**src/npu_pkg.sv**
```systemverilog
/*
  NPU data-loading subsystem shared definitions
  Widths, word types, APB register map and buffer select rule
*/
`default_nettype none

package npu_pkg;

  localparam int ADDR_W  = 32;  // External byte address and descriptor fields
  localparam int WORD_W  = 32;
  localparam int PADDR_W = 8;

  typedef logic [WORD_W-1:0] word_t;
  typedef logic [ADDR_W-1:0] addr_t;

  // APB register map
  localparam logic [PADDR_W-1:0] REG_CTRL   = 8'h00;  // Bit 0 starts the DMA
  localparam logic [PADDR_W-1:0] REG_SRC    = 8'h04;
  localparam logic [PADDR_W-1:0] REG_DST    = 8'h08;
  localparam logic [PADDR_W-1:0] REG_LINES  = 8'h0C;
  localparam logic [PADDR_W-1:0] REG_STATUS = 8'h10;
  localparam logic [PADDR_W-1:0] REG_WIN    = 8'h14;  // Readback window word address
  localparam logic [PADDR_W-1:0] REG_WDATA  = 8'h18;  // Buffer word at the window

  // Buffer select inside a word address
  localparam int BUF_SEL_BIT = 12;  // 1 selects WB, 0 selects IOB
  localparam int BUF_IDX_W   = 12;

  localparam int STAT_BUSY_BIT = 0;
  localparam int STAT_DONE_BIT = 1;

  // True when the word address targets the weight buffer
  function automatic logic buf_is_wb(addr_t addr);
    return addr[BUF_SEL_BIT];
  endfunction

  // Word index below the select bit
  function automatic logic [BUF_IDX_W-1:0] buf_idx(addr_t addr);
    return addr[BUF_IDX_W-1:0];
  endfunction

endpackage

`default_nettype wire

```
**src/buffer_port_mux.sv**
```systemverilog
/*
  Buffer port mux, steers DMA writes and window reads to the IOB or the WB
*/
`timescale 1ns/100ps
`default_nettype none

module buffer_port_mux #(
  parameter int IOB_DEPTH = 256,
  parameter int WB_DEPTH  = 512
) (
  input  wire                              xclk,
  input  wire                              i_reset,
  input  wire                              i_dma_we,
  input  wire  npu_pkg::addr_t             i_dma_addr,
  input  wire  npu_pkg::word_t             i_dma_wdata,
  input  wire  npu_pkg::addr_t             i_win_addr,
  output npu_pkg::word_t                   o_win_data,
  output logic                             o_iob_en,
  output logic                             o_iob_we,
  output logic [$clog2(IOB_DEPTH)-1:0]     o_iob_addr,
  output npu_pkg::word_t                   o_iob_wdata,
  input  wire  npu_pkg::word_t             i_iob_rdata,
  output logic                             o_wb_en,
  output logic                             o_wb_we,
  output logic [$clog2(WB_DEPTH)-1:0]      o_wb_addr,
  output npu_pkg::word_t                   o_wb_wdata,
  input  wire  npu_pkg::word_t             i_wb_rdata
);

  localparam int IOB_AW = $clog2(IOB_DEPTH);
  localparam int WB_AW  = $clog2(WB_DEPTH);

  logic                          dma_wb;
  logic                          win_wb;
  logic                          win_wb_q;  // Lines up with the read data
  logic                          iob_wr;
  logic                          wb_wr;
  logic [npu_pkg::BUF_IDX_W-1:0] dma_idx;
  logic [npu_pkg::BUF_IDX_W-1:0] win_idx;

  assign dma_wb  = npu_pkg::buf_is_wb(i_dma_addr);
  assign win_wb  = npu_pkg::buf_is_wb(i_win_addr);
  assign dma_idx = npu_pkg::buf_idx(i_dma_addr);
  assign win_idx = npu_pkg::buf_idx(i_win_addr);

  assign iob_wr = i_dma_we && !dma_wb;
  assign wb_wr  = i_dma_we && dma_wb;

  // DMA write has the port, else the window reads the buffer it selects
  assign o_iob_en    = iob_wr || !win_wb;
  assign o_iob_we    = iob_wr;
  assign o_iob_addr  = iob_wr ? dma_idx[IOB_AW-1:0] : win_idx[IOB_AW-1:0];
  assign o_iob_wdata = i_dma_wdata;

  assign o_wb_en    = wb_wr || win_wb;
  assign o_wb_we    = wb_wr;
  assign o_wb_addr  = wb_wr ? dma_idx[WB_AW-1:0] : win_idx[WB_AW-1:0];
  assign o_wb_wdata = i_dma_wdata;

  always_ff @(posedge xclk) begin
    if (i_reset)
      win_wb_q <= 1'b0;
    else
      win_wb_q <= win_wb;
  end

  assign o_win_data = win_wb_q ? i_wb_rdata : i_iob_rdata;

endmodule

`default_nettype wire

```
**config.mk**
```make
export PLATFORM = sky130hd
export DESIGN_NAME = buffer_port_mux
export DESIGN_NICKNAME = d
export VERILOG_FILES = /design/src/npu_pkg.sv /design/src/buffer_port_mux.sv
export SDC_FILE = /design/constraint.sdc
export NUM_CORES = 1
export LEC_CHECK = 0
export BUFFER_PORTS_ARGS = -buffer_cell sky130_fd_sc_hd__buf_2
export CAP_MARGIN = 0
export CORE_AREA = 5 5 106 108
export DETAILED_ROUTE_END_ITERATION = 8
export DIE_AREA = 0 0 111 113
export PLACE_DENSITY = 0.46
export SETUP_SLACK_MARGIN = 0.15
export SLEW_MARGIN = 10
export SYNTH_ARGS = -nofsm -noshare
export SYNTH_HDL_FRONTEND = slang
export SYNTH_SLANG_ARGS = --single-unit
```
**constraint.sdc**
```tcl
create_clock -name xclk -period 2.8 [get_ports xclk]
set_input_delay 0.28 -clock xclk [delete_from_list [all_inputs] [get_ports xclk]]
set_output_delay 0.28 -clock xclk [all_outputs]
set_load 0.03 [all_outputs]
```
==> qor.csv <==
metric,value,unit
syn avg cell area,9.62,µm²
Post-CTS Hold Fix Bufs,0,
DR vias/cell,3.26,
cell taking the most area after synthesis,buf_4,
register area share after synthesis,1.64,%
Setup-failing EPs final,0,
gr usage total,5.28,%
Post-synth EDFFs,0,
WS Path Type,input pin to output pin,
"Most flops, register",win_wb_q,
synth cell count leaders,"buf_4, mux2_2, mux2_4",
Layout area overhead,26.6,%
Area after DPL,1550,µm²
most area-consuming cells after synthesis,"buf_4, mux2_2, mux2_4",
FILL cells,1147,
crit-path leading delay family,simple AND/OR/NAND/NOR gates,
pwr dens,227,nW/µm²
top-area cell type share of the netlist area,39.3,%
Die Area,12500,µm²
Max VDD drop,0.0720,mV
drt drc,0,
slew margin rel.,53.7,%
Row Count,37,
Final min period,1.73,ns
Multi-input gate area,646,µm²
Buf/Inv on CP,2,
status,"finished, final reports clean",
LEAKAGE,0.864,nW
GP Congestion,0.823,
Critical-path top delay cell,nand2b_1,
DPL Wire Length,3.52,mm
wire per inst,11.7,µm
# IOs,280,
Chip Width,111,µm
FF/Latch Area,20.0,µm²
Critical Path Max Stage Delay,0.45,ns
fin crit share,61.8,%
CP endpoint kind,output pin,
core area,10100,µm²
Post-synth top flop,dfxtp_1,
Post CTS Setup Buffer Count,0,
Critical Path Start Type,input pin,
largest net degree at the start of global routing,33,
crit-path cells,buf_2 -> nand2b_1 -> mux2_4 -> buf_2,
Synthesized Nets,290,
diode count,0,
nets@finish,362,
starting density of the core,12.0,%
Slew Limit Fails,0,
worst slew pin tran,0.695,ns
Synth Instances,127,
Mapped Area,1220,µm²
final instance area,1550,µm²
library cells used by synthesis,9,
Critical Path RT,2.52,ns
crit path max fanout,10,
"CTS clk-pin slew, worst paths",0,ns
biggest regs,win_wb_q (1),
Fin. Hold Viols,0,
HP Class,input pin to flop,
share of cells above drive strength 1,95.9,%
Port-buffer cells,139,
total congestion overflow,0,
first-pass GRT wire length,5.65,mm
Setup TNS,0,ns
initial DRC count,4,
RSZ-0062 raised after global routing,no,
Post-DRT Antenna Nets,0,
DRT Pass-1 Iters,3,
initial antenna violation count,1,
final wirelength,3.90,mm
fmax,0.578,GHz
asr flop ratio synth,0,%
#FFs+latches synth,1,
max reg flops,1,
via count,1087,
max cap viols,0,
Die Y,113,µm
Worst path most repeated cell,buf_2,
number of synthesis warnings,0,
post-cts sizing count,0,
vias in the first global route,1123,
most common cell in the synthesized netlist,buf_4,
CP arrival,1.45,ns
## layout by cell type (no fill, tap or decap)
master	Yosys	routed
nand2_1	2	2
buf_2	0	139
nand2b_1	2	2
buf_4	64	1
inv_1	2	2
dfxtp_1	1	1
nor2b_1	1	1
mux2_2	31	31
mux2_4	18	18
## metrics by stage
stage	hold slack, ns	power (mW)	std cells	worst slack [ns]	utilization, %
CTS	0.440	0.356	333	0.997	15.3
finish	0.438	0.351	333	1.07	15.3
global placement	0.437	0.353	333	1.01	15.3
detailed placement	0.440	0.355	333	1.00	15.3
global route	0.459	0.373	333	0.965	15.3
floorplan	0.352	0.413	127	1.56	-
## power by group
part	internal (mW)	total [mW]	switching (mW)
Sequential	0.0153	0.0155	0.000154
Combinational	0.145	0.335	0.190
Clock	0	0	0
## area by class of cell
class / count / share of cell area, %
tap: 136 / 11.0
inverter: 2 / 0.485
sequential: 1 / 1.29
timing repair buffer: 140 / 45.5
multi-input combinational: 54 / 41.7
## routing by layer
metal  track usage, %  vias up  share of wire, %  wire (µm)
met5                0        -              0.51         20
met4                0        2                 0          0
met3             4.76        2                22        868
met2             9.14      148                45       1740
met1             5.03      435                33       1270
li1                 -      500                 -          -
## cells by family (layout without fill, tap and decap cells)
kind of cell           after synthesis  after routing  share of synthesized area, %
AND/OR/NAND/NOR                      5              5                          2.15
buffers and inverters               72            142                          45.5
multiplexers                        49             49                          50.7
flip-flops                           1              1                          1.64
## final timing paths
kind | from | end | slack [ns] | cells after the start
setup / recovery | i_dma_addr[12] | o_iob_addr[7] | 1.07 | 4
hold / removal | i_reset | win_wb_q | 0.44 | 2
(Power assumes the default switching activity.)
