**src/npu_pkg.sv**
```systemverilog
/*
  NPU data-loading subsystem shared definitions
  Widths, word types, APB register map and buffer select rule
*/
`default_nettype none

package npu_pkg;

  localparam int ADDR_W  = 32;  // External byte address and descriptor fields
  localparam int WORD_W  = 32;
  localparam int PADDR_W = 8;

  typedef logic [WORD_W-1:0] word_t;
  typedef logic [ADDR_W-1:0] addr_t;

  // APB register map
  localparam logic [PADDR_W-1:0] REG_CTRL   = 8'h00;  // Bit 0 starts the DMA
  localparam logic [PADDR_W-1:0] REG_SRC    = 8'h04;
  localparam logic [PADDR_W-1:0] REG_DST    = 8'h08;
  localparam logic [PADDR_W-1:0] REG_LINES  = 8'h0C;
  localparam logic [PADDR_W-1:0] REG_STATUS = 8'h10;
  localparam logic [PADDR_W-1:0] REG_WIN    = 8'h14;  // Readback window word address
  localparam logic [PADDR_W-1:0] REG_WDATA  = 8'h18;  // Buffer word at the window

  // Buffer select inside a word address
  localparam int BUF_SEL_BIT = 12;  // 1 selects WB, 0 selects IOB
  localparam int BUF_IDX_W   = 12;

  localparam int STAT_BUSY_BIT = 0;
  localparam int STAT_DONE_BIT = 1;

  // True when the word address targets the weight buffer
  function automatic logic buf_is_wb(addr_t addr);
    return addr[BUF_SEL_BIT];
  endfunction

  // Word index below the select bit
  function automatic logic [BUF_IDX_W-1:0] buf_idx(addr_t addr);
    return addr[BUF_IDX_W-1:0];
  endfunction

endpackage

`default_nettype wire

```
**src/npu_apb_regs.sv**
```systemverilog
/*
  APB register file for the NPU loader
  Holds the DMA descriptor, status, sticky done interrupt and buffer readback window
*/
`timescale 1ns/100ps
`default_nettype none

module npu_apb_regs (
  input  wire                                xclk,
  input  wire                                i_reset,
  // APB slave, no wait states
  input  wire  [npu_pkg::PADDR_W-1:0]        i_paddr,
  input  wire                                i_psel,
  input  wire                                i_penable,
  input  wire                                i_pwrite,
  input  wire  npu_pkg::word_t               i_pwdata,
  output npu_pkg::word_t                     o_prdata,
  // Descriptor to the DMA
  output logic                               o_start,
  output npu_pkg::addr_t                     o_src,
  output npu_pkg::addr_t                     o_dst,
  output npu_pkg::addr_t                     o_lines,
  input  wire                                i_busy,
  input  wire                                i_done,
  // Buffer readback window
  output npu_pkg::addr_t                     o_win_addr,
  input  wire  npu_pkg::word_t               i_win_data,
  output logic                               o_interrupt
);

  logic           wr_en;
  npu_pkg::addr_t src_q;
  npu_pkg::addr_t dst_q;
  npu_pkg::addr_t lines_q;
  npu_pkg::addr_t win_q;
  logic           done_q;  // Sticky until cleared by the host

  assign wr_en = i_psel && i_penable && i_pwrite;  // Access phase write

  // Start is ignored while a transfer runs
  assign o_start = wr_en && (i_paddr == npu_pkg::REG_CTRL) && i_pwdata[0] && !i_busy;

  always_ff @(posedge xclk) begin
    if (i_reset) begin
      src_q   <= '0;
      dst_q   <= '0;
      lines_q <= '0;
      win_q   <= '0;
    end else if (wr_en) begin
      case (i_paddr)
        npu_pkg::REG_SRC:   src_q   <= i_pwdata;
        npu_pkg::REG_DST:   dst_q   <= i_pwdata;
        npu_pkg::REG_LINES: lines_q <= i_pwdata;
        npu_pkg::REG_WIN:   win_q   <= i_pwdata;
        default: ;
      endcase
    end
  end

  // Done flag, a new completion wins over a clear in the same cycle
  always_ff @(posedge xclk) begin
    if (i_reset) begin
      done_q <= 1'b0;
    end else if (i_done) begin
      done_q <= 1'b1;
    end else if (wr_en && (i_paddr == npu_pkg::REG_STATUS) &&
                 i_pwdata[npu_pkg::STAT_DONE_BIT]) begin
      done_q <= 1'b0;
    end
  end

  always_comb begin
    o_prdata = '0;  // CTRL and unmapped offsets read as zero
    case (i_paddr)
      npu_pkg::REG_SRC:   o_prdata = src_q;
      npu_pkg::REG_DST:   o_prdata = dst_q;
      npu_pkg::REG_LINES: o_prdata = lines_q;
      npu_pkg::REG_STATUS: begin
        o_prdata[npu_pkg::STAT_BUSY_BIT] = i_busy;
        o_prdata[npu_pkg::STAT_DONE_BIT] = done_q;
      end
      npu_pkg::REG_WIN:   o_prdata = win_q;
      npu_pkg::REG_WDATA: o_prdata = i_win_data;  // Fetched during setup phase
      default: ;
    endcase
  end

  assign o_src       = src_q;
  assign o_dst       = dst_q;
  assign o_lines     = lines_q;
  assign o_win_addr  = win_q;
  assign o_interrupt = done_q;

endmodule

`default_nettype wire

```
**config.mk**
```make
export PLATFORM = sky130hd
export DESIGN_NAME = npu_apb_regs
export DESIGN_NICKNAME = d
export VERILOG_FILES = /design/src/npu_pkg.sv /design/src/npu_apb_regs.sv
export SDC_FILE = /design/constraint.sdc
export NUM_CORES = 1
export LEC_CHECK = 0
export ABC_AREA = 1
export BUFFER_PORTS_ARGS = -buffer_cell sky130_fd_sc_hd__buf_2
export CAP_MARGIN = 10
export CELL_PAD_IN_SITES_DETAIL_PLACEMENT = 0
export CELL_PAD_IN_SITES_GLOBAL_PLACEMENT = 2
export CORE_MARGIN = 2
export CORE_UTILIZATION = 27
export DETAILED_ROUTE_END_ITERATION = 8
export PLACE_DENSITY_LB_ADDON = 0.1
export SYNTH_ARGS = -nofsm -noshare
export SYNTH_HDL_FRONTEND = slang
export SYNTH_SLANG_ARGS = --single-unit
```
**constraint.sdc**
```tcl
create_clock -name xclk -period 3.9 [get_ports xclk]
set_clock_uncertainty 0.2 [all_clocks]
set_input_delay 0.585 -clock xclk [delete_from_list [all_inputs] [get_ports xclk]]
set_output_delay 0.585 -clock xclk [all_outputs]
set_load 0.03 [all_outputs]
```
==> out/metrics.cfg <==
[placement]
gp_congestion = 0.750
io_buffers = 240
dp_hpwl_um = 17100

[timing]
setup_viol = 0
final_hold_viol_count = 0
fmax_mhz = 337
worst_pin_slew_ns = 1.07
hold_slack_ns = 0.189
slew_viol_final = 0
fin_crit_sh_pct = 76.0
rsz0062_at_grt = no
timing.slew.headroom_pct = 28.8
period_minus_slack_ns = 2.97
final.setup.tns_ns = 0

[grt]
overflow = 0
grt_pass1_wl_um = 40100
grt_max_degree = 98
grt_usage_pct = 19.3
antenna_found_initial = 2
grt_pass1_vias = 7197

[cts]
post-cts-setup-buffer-count = 0
cts_hold_buf = 0
cts_root_buf = clkbuf_16
cts.sinks = 129
numCtsBuffers = 17
clockBufferDepth = 2
clk_latency_ns = 0.41
h-tree-depth = 4
path_clk_slew_ns = 0.06
ctsResizeCount = 0
cts_tree = built

[worst_setup_path]
crit_chain = buf_2, inv_1, nand2_1, nor2_4, nand2_2, buf_4, nor2_1, nor2_1, nand2_1, buf_2
cp-start-kind = primary input
critPathArrivalTime_ns = 2.18
crit_type = in2out
cp.depth = 10
max_stage_delay_ns = 0.35
path_buf_inv = 4
worstPathMaxFanout = 17
cpMaxStageDelayCell = buf_4
end_kind = output pin
reg2reg_depth = 4
worstPathRequired_ns = 3.12
crit_family = simple AND/OR/NAND/NOR gates

[worst_hold_path]
min_path_cells = 2
hp-class = in2reg

[floorplanning]
die_h_um = 165
coreArea_um2 = 25300
io_pins = 241
start_util_pct = 27.6
die_w_um = 165
rows = 58
die_area_um2 = 27100

[logic_synthesis]
synth_ff_type = dfxtp_1
yosys-top-cells-area = dfxtp_1 (37%), nand2_1 (18%), nor2_1 (18%), nand3_1 (12%), inv_1 (7.1%)
synth.top_cell.area_share_pct = 37.0
syn_inst = 1180
synth_async_sr_flop_share_pct = 0
yosys-top-cells-count = nand2_1 (330), nor2_1 (327), nand3_1 (168)
yosysSeqAreaShare_pct = 37.0
synth_area_leader_cell = dfxtp_1
synth_seq_cells = 129
netlist_area_um2 = 6980
synth_edf_count = 0
ys_warn_count = 0
synth_cell_types = 19
yosysMostFrequentCell = nand2_1
synth_nets = 1259
avgSynthCellArea_um2 = 5.91

[status]
status = finished clean

[routing]
drc = 0
ant_nets = 0
routed-via-count = 7515
vias_per_cell = 4.35
dr.first_iter.drc_count = 427
dr.pass1.iters = 4
routed_wl_um = 26000
wl_per_cell_um = 15.1

[layout]
area_growth_pct = 30.2
drive_gt1_share_pct = 21.8
fin_nets = 1463
fillers = 2930

[power_and_ir_drop]
max-vdd-ir-drop_mv = 0.200
powerDensity_nw_per_um2 = 366
leakage_nw = 4.84

[flow_run]
cap_viol_max_count = 0

==> path summary, 6_finish.rpt <==
check,startpoint,end,slack (ns)
worst max-delay path,i_paddr[6],o_prdata[29],0.93
worst min-delay path,i_reset,o_win_addr[1]$_SDFFE_PP0P_,0.19
worst max register to register,o_win_addr[30]$_SDFFE_PP0P_,o_win_addr[30]$_SDFFE_PP0P_,2.99
worst min register to register,o_interrupt$_SDFFE_PP0P_,o_interrupt$_SDFFE_PP0P_,0.28
==> power breakdown <==
part           leakage, nW  internal (mW)  total (mW)  switching [mW]
clock                0.320           1.20        1.83           0.633
combinational         3.48         0.0570       0.177           0.120
sequential            1.04           1.32        1.32         0.00133
total                 4.84           2.58        3.33           0.754
==> sequential cells by signal, summed over array words and instances (netlist names) <==
signal	count
o_dst	32
o_src	32
o_win_addr	32
o_interrupt	1
o_lines	32
==> cell families (layout without fill, tap and decap cells) <==
family | Yosys count | in the layout | share of synthesized area (%)
compound gates | 1 | 1 | 0.0717
buf+inv | 206 | 422 | 13.1
flops | 129 | 129 | 37.0
other cells | 0 | 1 | 0
simple gates | 844 | 844 | 49.8
==> stage by stage <==
stage | area [µm²] | worst slack [ns] | instances | total power, mW | util [%]
after floorplan | 6980 | 1.44 | 1180 | 1.45 | -
after global placement | 8420 | 0.948 | 1695 | 1.53 | 33.3
after detailed placement | 8420 | 0.914 | 1695 | 1.53 | 33.3
after CTS | 9080 | 0.912 | 1726 | 3.38 | 36.0
after global routing | 9080 | 0.760 | 1726 | 3.45 | 36.0
final | 9090 | 0.934 | 1727 | 3.33 | 36.0
==> layer usage <==
layer | global-route usage, % | part of all wire, %
met5 | 0 | 0.050
met4 | 5.42 | 1.5
met3 | 4.12 | 5.2
met2 | 30.7 | 45
met1 | 26.4 | 49
==> layout make-up <==
class,count,area (µm²),area share (%)
antenna,1,2.50,0.0275
clock buffer,18,429,4.72
clock inverter,13,236,2.60
inverter,137,518,5.70
multi-input combinational,845,3500,38.5
sequential,129,2580,28.4
tap,330,413,4.54
timing repair buffer,254,1410,15.5
==> worst reg2reg max path, cell delays in order (launching register included) <==
cell and delay (ns):
dfxtp_1 0.37, inv_1 0.05, nand2_1 0.06, nand2_1 0.06
nor2_1 0.11
==> cells in the final DEF, fill, tap and decap left out, drive strengths merged <==
master    Yosys  routed
a21oi         1       1
bufinv        0       6
clkbuf        8      18
clkinv        0       7
buf          61     254
nor2        336     336
nand2       333     333
nand3       171     171
clkinvlp      0       1
nand4         1       1
dfxtp       129     129
diode         0       1
inv         137     136
nor3          3       3
No activity file was read; power rests on OpenSTA's default activity.
