`src/npu_pkg.sv`:
```
/*
  NPU data-loading subsystem shared definitions
  Widths, word types, APB register map and buffer select rule
*/
`default_nettype none

package npu_pkg;

  localparam int ADDR_W  = 32;  // External byte address and descriptor fields
  localparam int WORD_W  = 32;
  localparam int PADDR_W = 8;

  typedef logic [WORD_W-1:0] word_t;
  typedef logic [ADDR_W-1:0] addr_t;

  // APB register map
  localparam logic [PADDR_W-1:0] REG_CTRL   = 8'h00;  // Bit 0 starts the DMA
  localparam logic [PADDR_W-1:0] REG_SRC    = 8'h04;
  localparam logic [PADDR_W-1:0] REG_DST    = 8'h08;
  localparam logic [PADDR_W-1:0] REG_LINES  = 8'h0C;
  localparam logic [PADDR_W-1:0] REG_STATUS = 8'h10;
  localparam logic [PADDR_W-1:0] REG_WIN    = 8'h14;  // Readback window word address
  localparam logic [PADDR_W-1:0] REG_WDATA  = 8'h18;  // Buffer word at the window

  // Buffer select inside a word address
  localparam int BUF_SEL_BIT = 12;  // 1 selects WB, 0 selects IOB
  localparam int BUF_IDX_W   = 12;

  localparam int STAT_BUSY_BIT = 0;
  localparam int STAT_DONE_BIT = 1;

  // True when the word address targets the weight buffer
  function automatic logic buf_is_wb(addr_t addr);
    return addr[BUF_SEL_BIT];
  endfunction

  // Word index below the select bit
  function automatic logic [BUF_IDX_W-1:0] buf_idx(addr_t addr);
    return addr[BUF_IDX_W-1:0];
  endfunction

endpackage

`default_nettype wire

```
`src/dma_read_engine.sv`:
```
/*
  DMA read engine
  Streams LINES words from external memory into the on-chip buffers, several in flight
*/
`timescale 1ns/100ps
`default_nettype none

module dma_read_engine #(
  parameter int MAX_OUTSTANDING = 4
) (
  input  wire                     xclk,
  input  wire                     i_reset,
  // Descriptor
  input  wire                     i_start,
  input  wire  npu_pkg::addr_t    i_src,
  input  wire  npu_pkg::addr_t    i_dst,
  input  wire  npu_pkg::addr_t    i_lines,
  output logic                    o_busy,
  output logic                    o_done,
  // Memory request channel
  output logic                    o_mrd_req_valid,
  output npu_pkg::addr_t          o_mrd_req_addr,
  input  wire                     i_mrd_req_ready,
  // Memory response channel, in request order
  input  wire                     i_mrd_rsp_valid,
  input  wire  npu_pkg::word_t    i_mrd_rsp_data,
  output logic                    o_mrd_rsp_ready,
  // Buffer write port
  output logic                    o_buf_we,
  output npu_pkg::addr_t          o_buf_addr,
  output npu_pkg::word_t          o_buf_wdata
);

  localparam int OUT_W = $clog2(MAX_OUTSTANDING + 1);

  logic             busy_q;
  logic             load;
  logic             req_fire;
  logic             rsp_fire;
  logic             last_rsp;
  npu_pkg::addr_t   lines_q;
  npu_pkg::addr_t   req_addr_q;  // Next external byte address
  npu_pkg::addr_t   wr_addr_q;   // Next buffer word address
  npu_pkg::addr_t   req_cnt_q;   // Requests accepted
  npu_pkg::addr_t   rcv_cnt_q;   // Words received
  logic [OUT_W-1:0] out_cnt_q;   // Requests owed a response

  assign load     = i_start && !busy_q;
  assign req_fire = o_mrd_req_valid && i_mrd_req_ready;
  assign rsp_fire = i_mrd_rsp_valid && o_mrd_rsp_ready;
  assign last_rsp = rsp_fire && (rcv_cnt_q + 1'b1 == lines_q);

  // Valid only drops on a handshake, so a stalled request holds
  assign o_mrd_req_valid = busy_q && (req_cnt_q != lines_q) &&
                           (out_cnt_q < OUT_W'(MAX_OUTSTANDING));
  assign o_mrd_req_addr  = req_addr_q;
  assign o_mrd_rsp_ready = busy_q && (out_cnt_q != '0);

  assign o_busy = busy_q;
  assign o_done = busy_q && ((lines_q == '0) || last_rsp);  // Zero lines ends a cycle later

  // Each accepted response lands in the buffer in the same cycle
  assign o_buf_we    = rsp_fire;
  assign o_buf_addr  = wr_addr_q;
  assign o_buf_wdata = i_mrd_rsp_data;

  always_ff @(posedge xclk) begin
    if (i_reset) begin
      busy_q    <= 1'b0;
      req_cnt_q <= '0;
      rcv_cnt_q <= '0;
      out_cnt_q <= '0;
    end else if (load) begin
      busy_q    <= 1'b1;
      req_cnt_q <= '0;
      rcv_cnt_q <= '0;
      out_cnt_q <= '0;
    end else if (busy_q) begin
      if (o_done)
        busy_q <= 1'b0;
      if (req_fire)
        req_cnt_q <= req_cnt_q + 1'b1;
      if (rsp_fire)
        rcv_cnt_q <= rcv_cnt_q + 1'b1;
      out_cnt_q <= out_cnt_q + OUT_W'(req_fire) - OUT_W'(rsp_fire);
    end
  end

  // Address pointers
  always_ff @(posedge xclk) begin
    if (load) begin
      lines_q    <= i_lines;
      req_addr_q <= i_src;
      wr_addr_q  <= i_dst;
    end else begin
      if (req_fire)
        req_addr_q <= req_addr_q + 32'd4;  // One word per request
      if (rsp_fire)
        wr_addr_q <= wr_addr_q + 1'b1;
    end
  end

endmodule

`default_nettype wire

```
`config.mk`:
```
export PLATFORM = sky130hd
export DESIGN_NAME = dma_read_engine
export DESIGN_NICKNAME = d
export VERILOG_FILES = /design/src/npu_pkg.sv /design/src/dma_read_engine.sv
export SDC_FILE = /design/constraint.sdc
export NUM_CORES = 1
export LEC_CHECK = 0
export BUFFER_PORTS_ARGS = -buffer_cell sky130_fd_sc_hd__buf_2
export CAP_MARGIN = 0
export CORE_MARGIN = 3
export CORE_UTILIZATION = 40
export DETAILED_ROUTE_END_ITERATION = 7
export HOLD_SLACK_MARGIN = 0.15
export PLACE_DENSITY = 0.67
export SLEW_MARGIN = 20
export SYNTH_ARGS = -nofsm -noshare
export SYNTH_HDL_FRONTEND = slang
export SYNTH_SLANG_ARGS = --single-unit
```
`constraint.sdc`:
```
create_clock -name xclk -period 4.5 [get_ports xclk]
set_input_delay 1.125 -clock xclk [delete_from_list [all_inputs] [get_ports xclk]]
set_output_delay 1.125 -clock xclk [all_outputs]
set_load 0.01 [all_outputs]
```
==> results.yml <==
logic_synthesis:
  synth-xor-area-share_pct: 17.8
  synth_ff_type: "edfxtp_1"
  async_flop_share_pct: 0
  yosysMostFrequentCell: "nand2_1"
  synth_largest_area_cell: "edfxtp_1"
  synthSimpleGateAreaFrac_pct: 22.6
  yosys_register_bits: 164
  synth_compound_area_share_pct: 7.10
  synth_edf_count: 96
  synth_area_leaders: "edfxtp_1 (31%), dfxtp_1 (15%), xor2_1 (11%)"
  synth_top_family_by_area: "simple AND/OR/NAND/NOR gates"
  ys_seq_area_share_pct: 45.9
  syn-mean-instance-area_um2: 9.27
  yosysWarnings: 0
  synth_fa_ha_area_share_pct: 1.03
  synth_top_area_share_pct: 31.2
  synth_common_cells: "nand2_1 (146), xor2_1 (112), nor2_1 (99)"
  ys_types: 59
  synthMuxAreaShare_pct: 0.433
  syn_nets: 1137
  postSynthCellCount: 997
  synth_area_um2: 9240
setup_path:
  worstPathArrival_ns: 3.22
  endpoint_kind: "primary output"
  start_kind: "flop"
  regToRegStartpoint: "out_cnt_q[1]"
  crit_type: "flop to primary output"
  cp.required_ns: 3.38
  r2r_cells: 13
  cp_max_fo: 6
  rrSetupSlack_ns: 1.49
  r2r_end: "out_cnt_q[2]"
global_route:
  antenna_found_initial: 4
  grt.total_usage_pct: 19.6
  grt_pass1_wl_um: 38400
  grt_pass1_vias: 7349
  grt_max_degree: 81
  gr-total-overflow: 0
floorplan:
  num_rows: 54
  start_util_pct: 41.6
  dieArea_um2: 25000
  io_pins: 234
  fp.dieW_um: 158
  die_h_um: 158
  core_um2: 22200
routing:
  wl_per_cell_um: 17.1
  firstDrtPassIters: 5
  routed_via_density: 5.26
  ant_nets: 0
  drc: 0
  wl_um: 24400
  dr.first_iter.drc_count: 480
  vias: 7510
clock_network:
  cts_buffers: 17
  clk_latency_ns: 0.44
  clock-root-buffer: "clkbuf_16"
  cts_hold_buf: 0
  clk_pin_slew_ns: 0.07
  cts_tree: "done"
  clock-sinks: 164
  cts_buffer_depth: 2
  htreeDepth: 4
worst_hold_path:
  hp-start: "req_cnt_q[1]"
  holdCritPathClass: "flop to flop"
  whs_path_depth: 2
  hold-path-endpoint: "req_cnt_q[1]"
timing:
  fin_crit_ns: 4.35
  final-hold-violation-count: 0
  timing.final.crit_share_pct: 96.6
  slew_headroom_pct: 50.1
  totalNegativeSetupSlack_ns: 0
  setup_ws_ns: 0.152
  rsz0062_at_grt: "false"
  fin_skew_ns: 0.0187
  tightest_slew_ns: 0.748
  setup_viol: 0
  drv_slew: 0
  timing.fmax_mhz: 230
cells_and_area:
  nFillCells: 2107
  nets: 1272
  drive_gt1_share_pct: 22.4
  final_area_um2: 10900
  finalNonFillerCells: 1427
  multi_input_area_um2: 4610
  ff_latch_area_um2: 4270
  syn2layout_area_growth_pct: 17.8
placement:
  port_buffers: 169
  place_congestion: 0.934
  dpl_cell_area_um2: 10200
  dpl.cell_count: 1391
  placement.setup.worst_slack_ns: 0.278
  dp_hpwl_um: 18100
pwr:
  power.leakage_uw: 0.00409
  ir_drop_mv: 0.205
  cellPowerDensity_nw_per_um2: 345
outcome:
  outcome: "finished, final reports clean"
job:
  maxCapViolCount: 0
cell type report:
type	instances	area share (%)
clock buffer	18	3.95
clock inverter	14	1.32
inverter	17	0.610
tap	280	3.22
sequential	164	39.2
timing repair buffer	188	9.20
antenna	2	0.0460
multi-input combinational	744	42.4
critical path, cell delays in order (launching register included):
cell and delay, ns:
dfxtp_4 0.38, ha_2 0.21, nand3_4 0.12, or3_4 0.43, or4_4 0.57, xnor2_1 0.14
o22ai_1 0.10, o21ai_0 0.10, or4_4 0.44, a21boi_2 0.16, buf_2 0.14
per-layer routing:
layer	global-route usage, %	part of all wire [%]
met1	25.4	43
met2	31.3	46
met3	6.89	8.4
met4	5.20	1.9
met5	0	0.11
cells in the final DEF, fill, tap and decap left out, types with 15 or more instances in the layout:
cell type / count
and3_1: 25
buf_2: 169
buf_4: 18
clkbuf_16: 17
dfxtp_1: 54
edfxtp_1: 96
inv_1: 15
nand2_1: 145
nand3_1: 35
nand4_1: 29
nor2_1: 96
nor3_1: 19
nor4_1: 23
o21ai_0: 75
xnor2_1: 76
xor2_1: 112
power breakdown:
group	internal, uW	switching [uW]	total, uW
Sequential	1730	125	1850
Clock	737	689	1430
Combinational	203	276	480
how the worst max path moves through the flow:
stage,cells past startpoint,from,to
6_report,10,rcv_cnt_q[0],o_done
2_1_floorplan,10,rcv_cnt_q[0],o_done
4_1_cts,10,rcv_cnt_q[1],o_done
5_1_grt,10,rcv_cnt_q[0],o_done
3_5_place_dp,10,rcv_cnt_q[0],o_done
3_3_place_gp,9,rcv_cnt_q[9],o_done
state kept, by name (all words and copies together), names as in the netlist:
signal          count
lines_q            32
o_buf_addr         32
o_mrd_req_addr     32
rcv_cnt_q          32
req_cnt_q          32
out_cnt_q           3
o_busy              1
timing repair:
| item | CTS | global route |
|---|---|---|
| endpoints found under the setup margin | 1 | 1 |
| resized for setup | 19 | 16 |
| setup buffers | 0 | 2 |
| pin swaps | 0 | 4 |
cell families after synthesis:
logic type,count (synthesis)
compound gates,113
xor+xnor,188
fa+ha+maj,7
buf+inv,89
flops,164
mux,4
simple gates,432
metrics by stage:
step           util (%)  hold slack, ns  power, uW
2_1_floorplan         -           0.475       2160
5_1_grt            48.9           0.540       3930
6_report           48.9           0.499       3760
3_5_place_dp       45.8           0.494       2370
3_3_place_gp       45.8           0.491       2360
4_1_cts            48.6           0.504       3790
No activity file was read; power rests on OpenSTA's default activity.
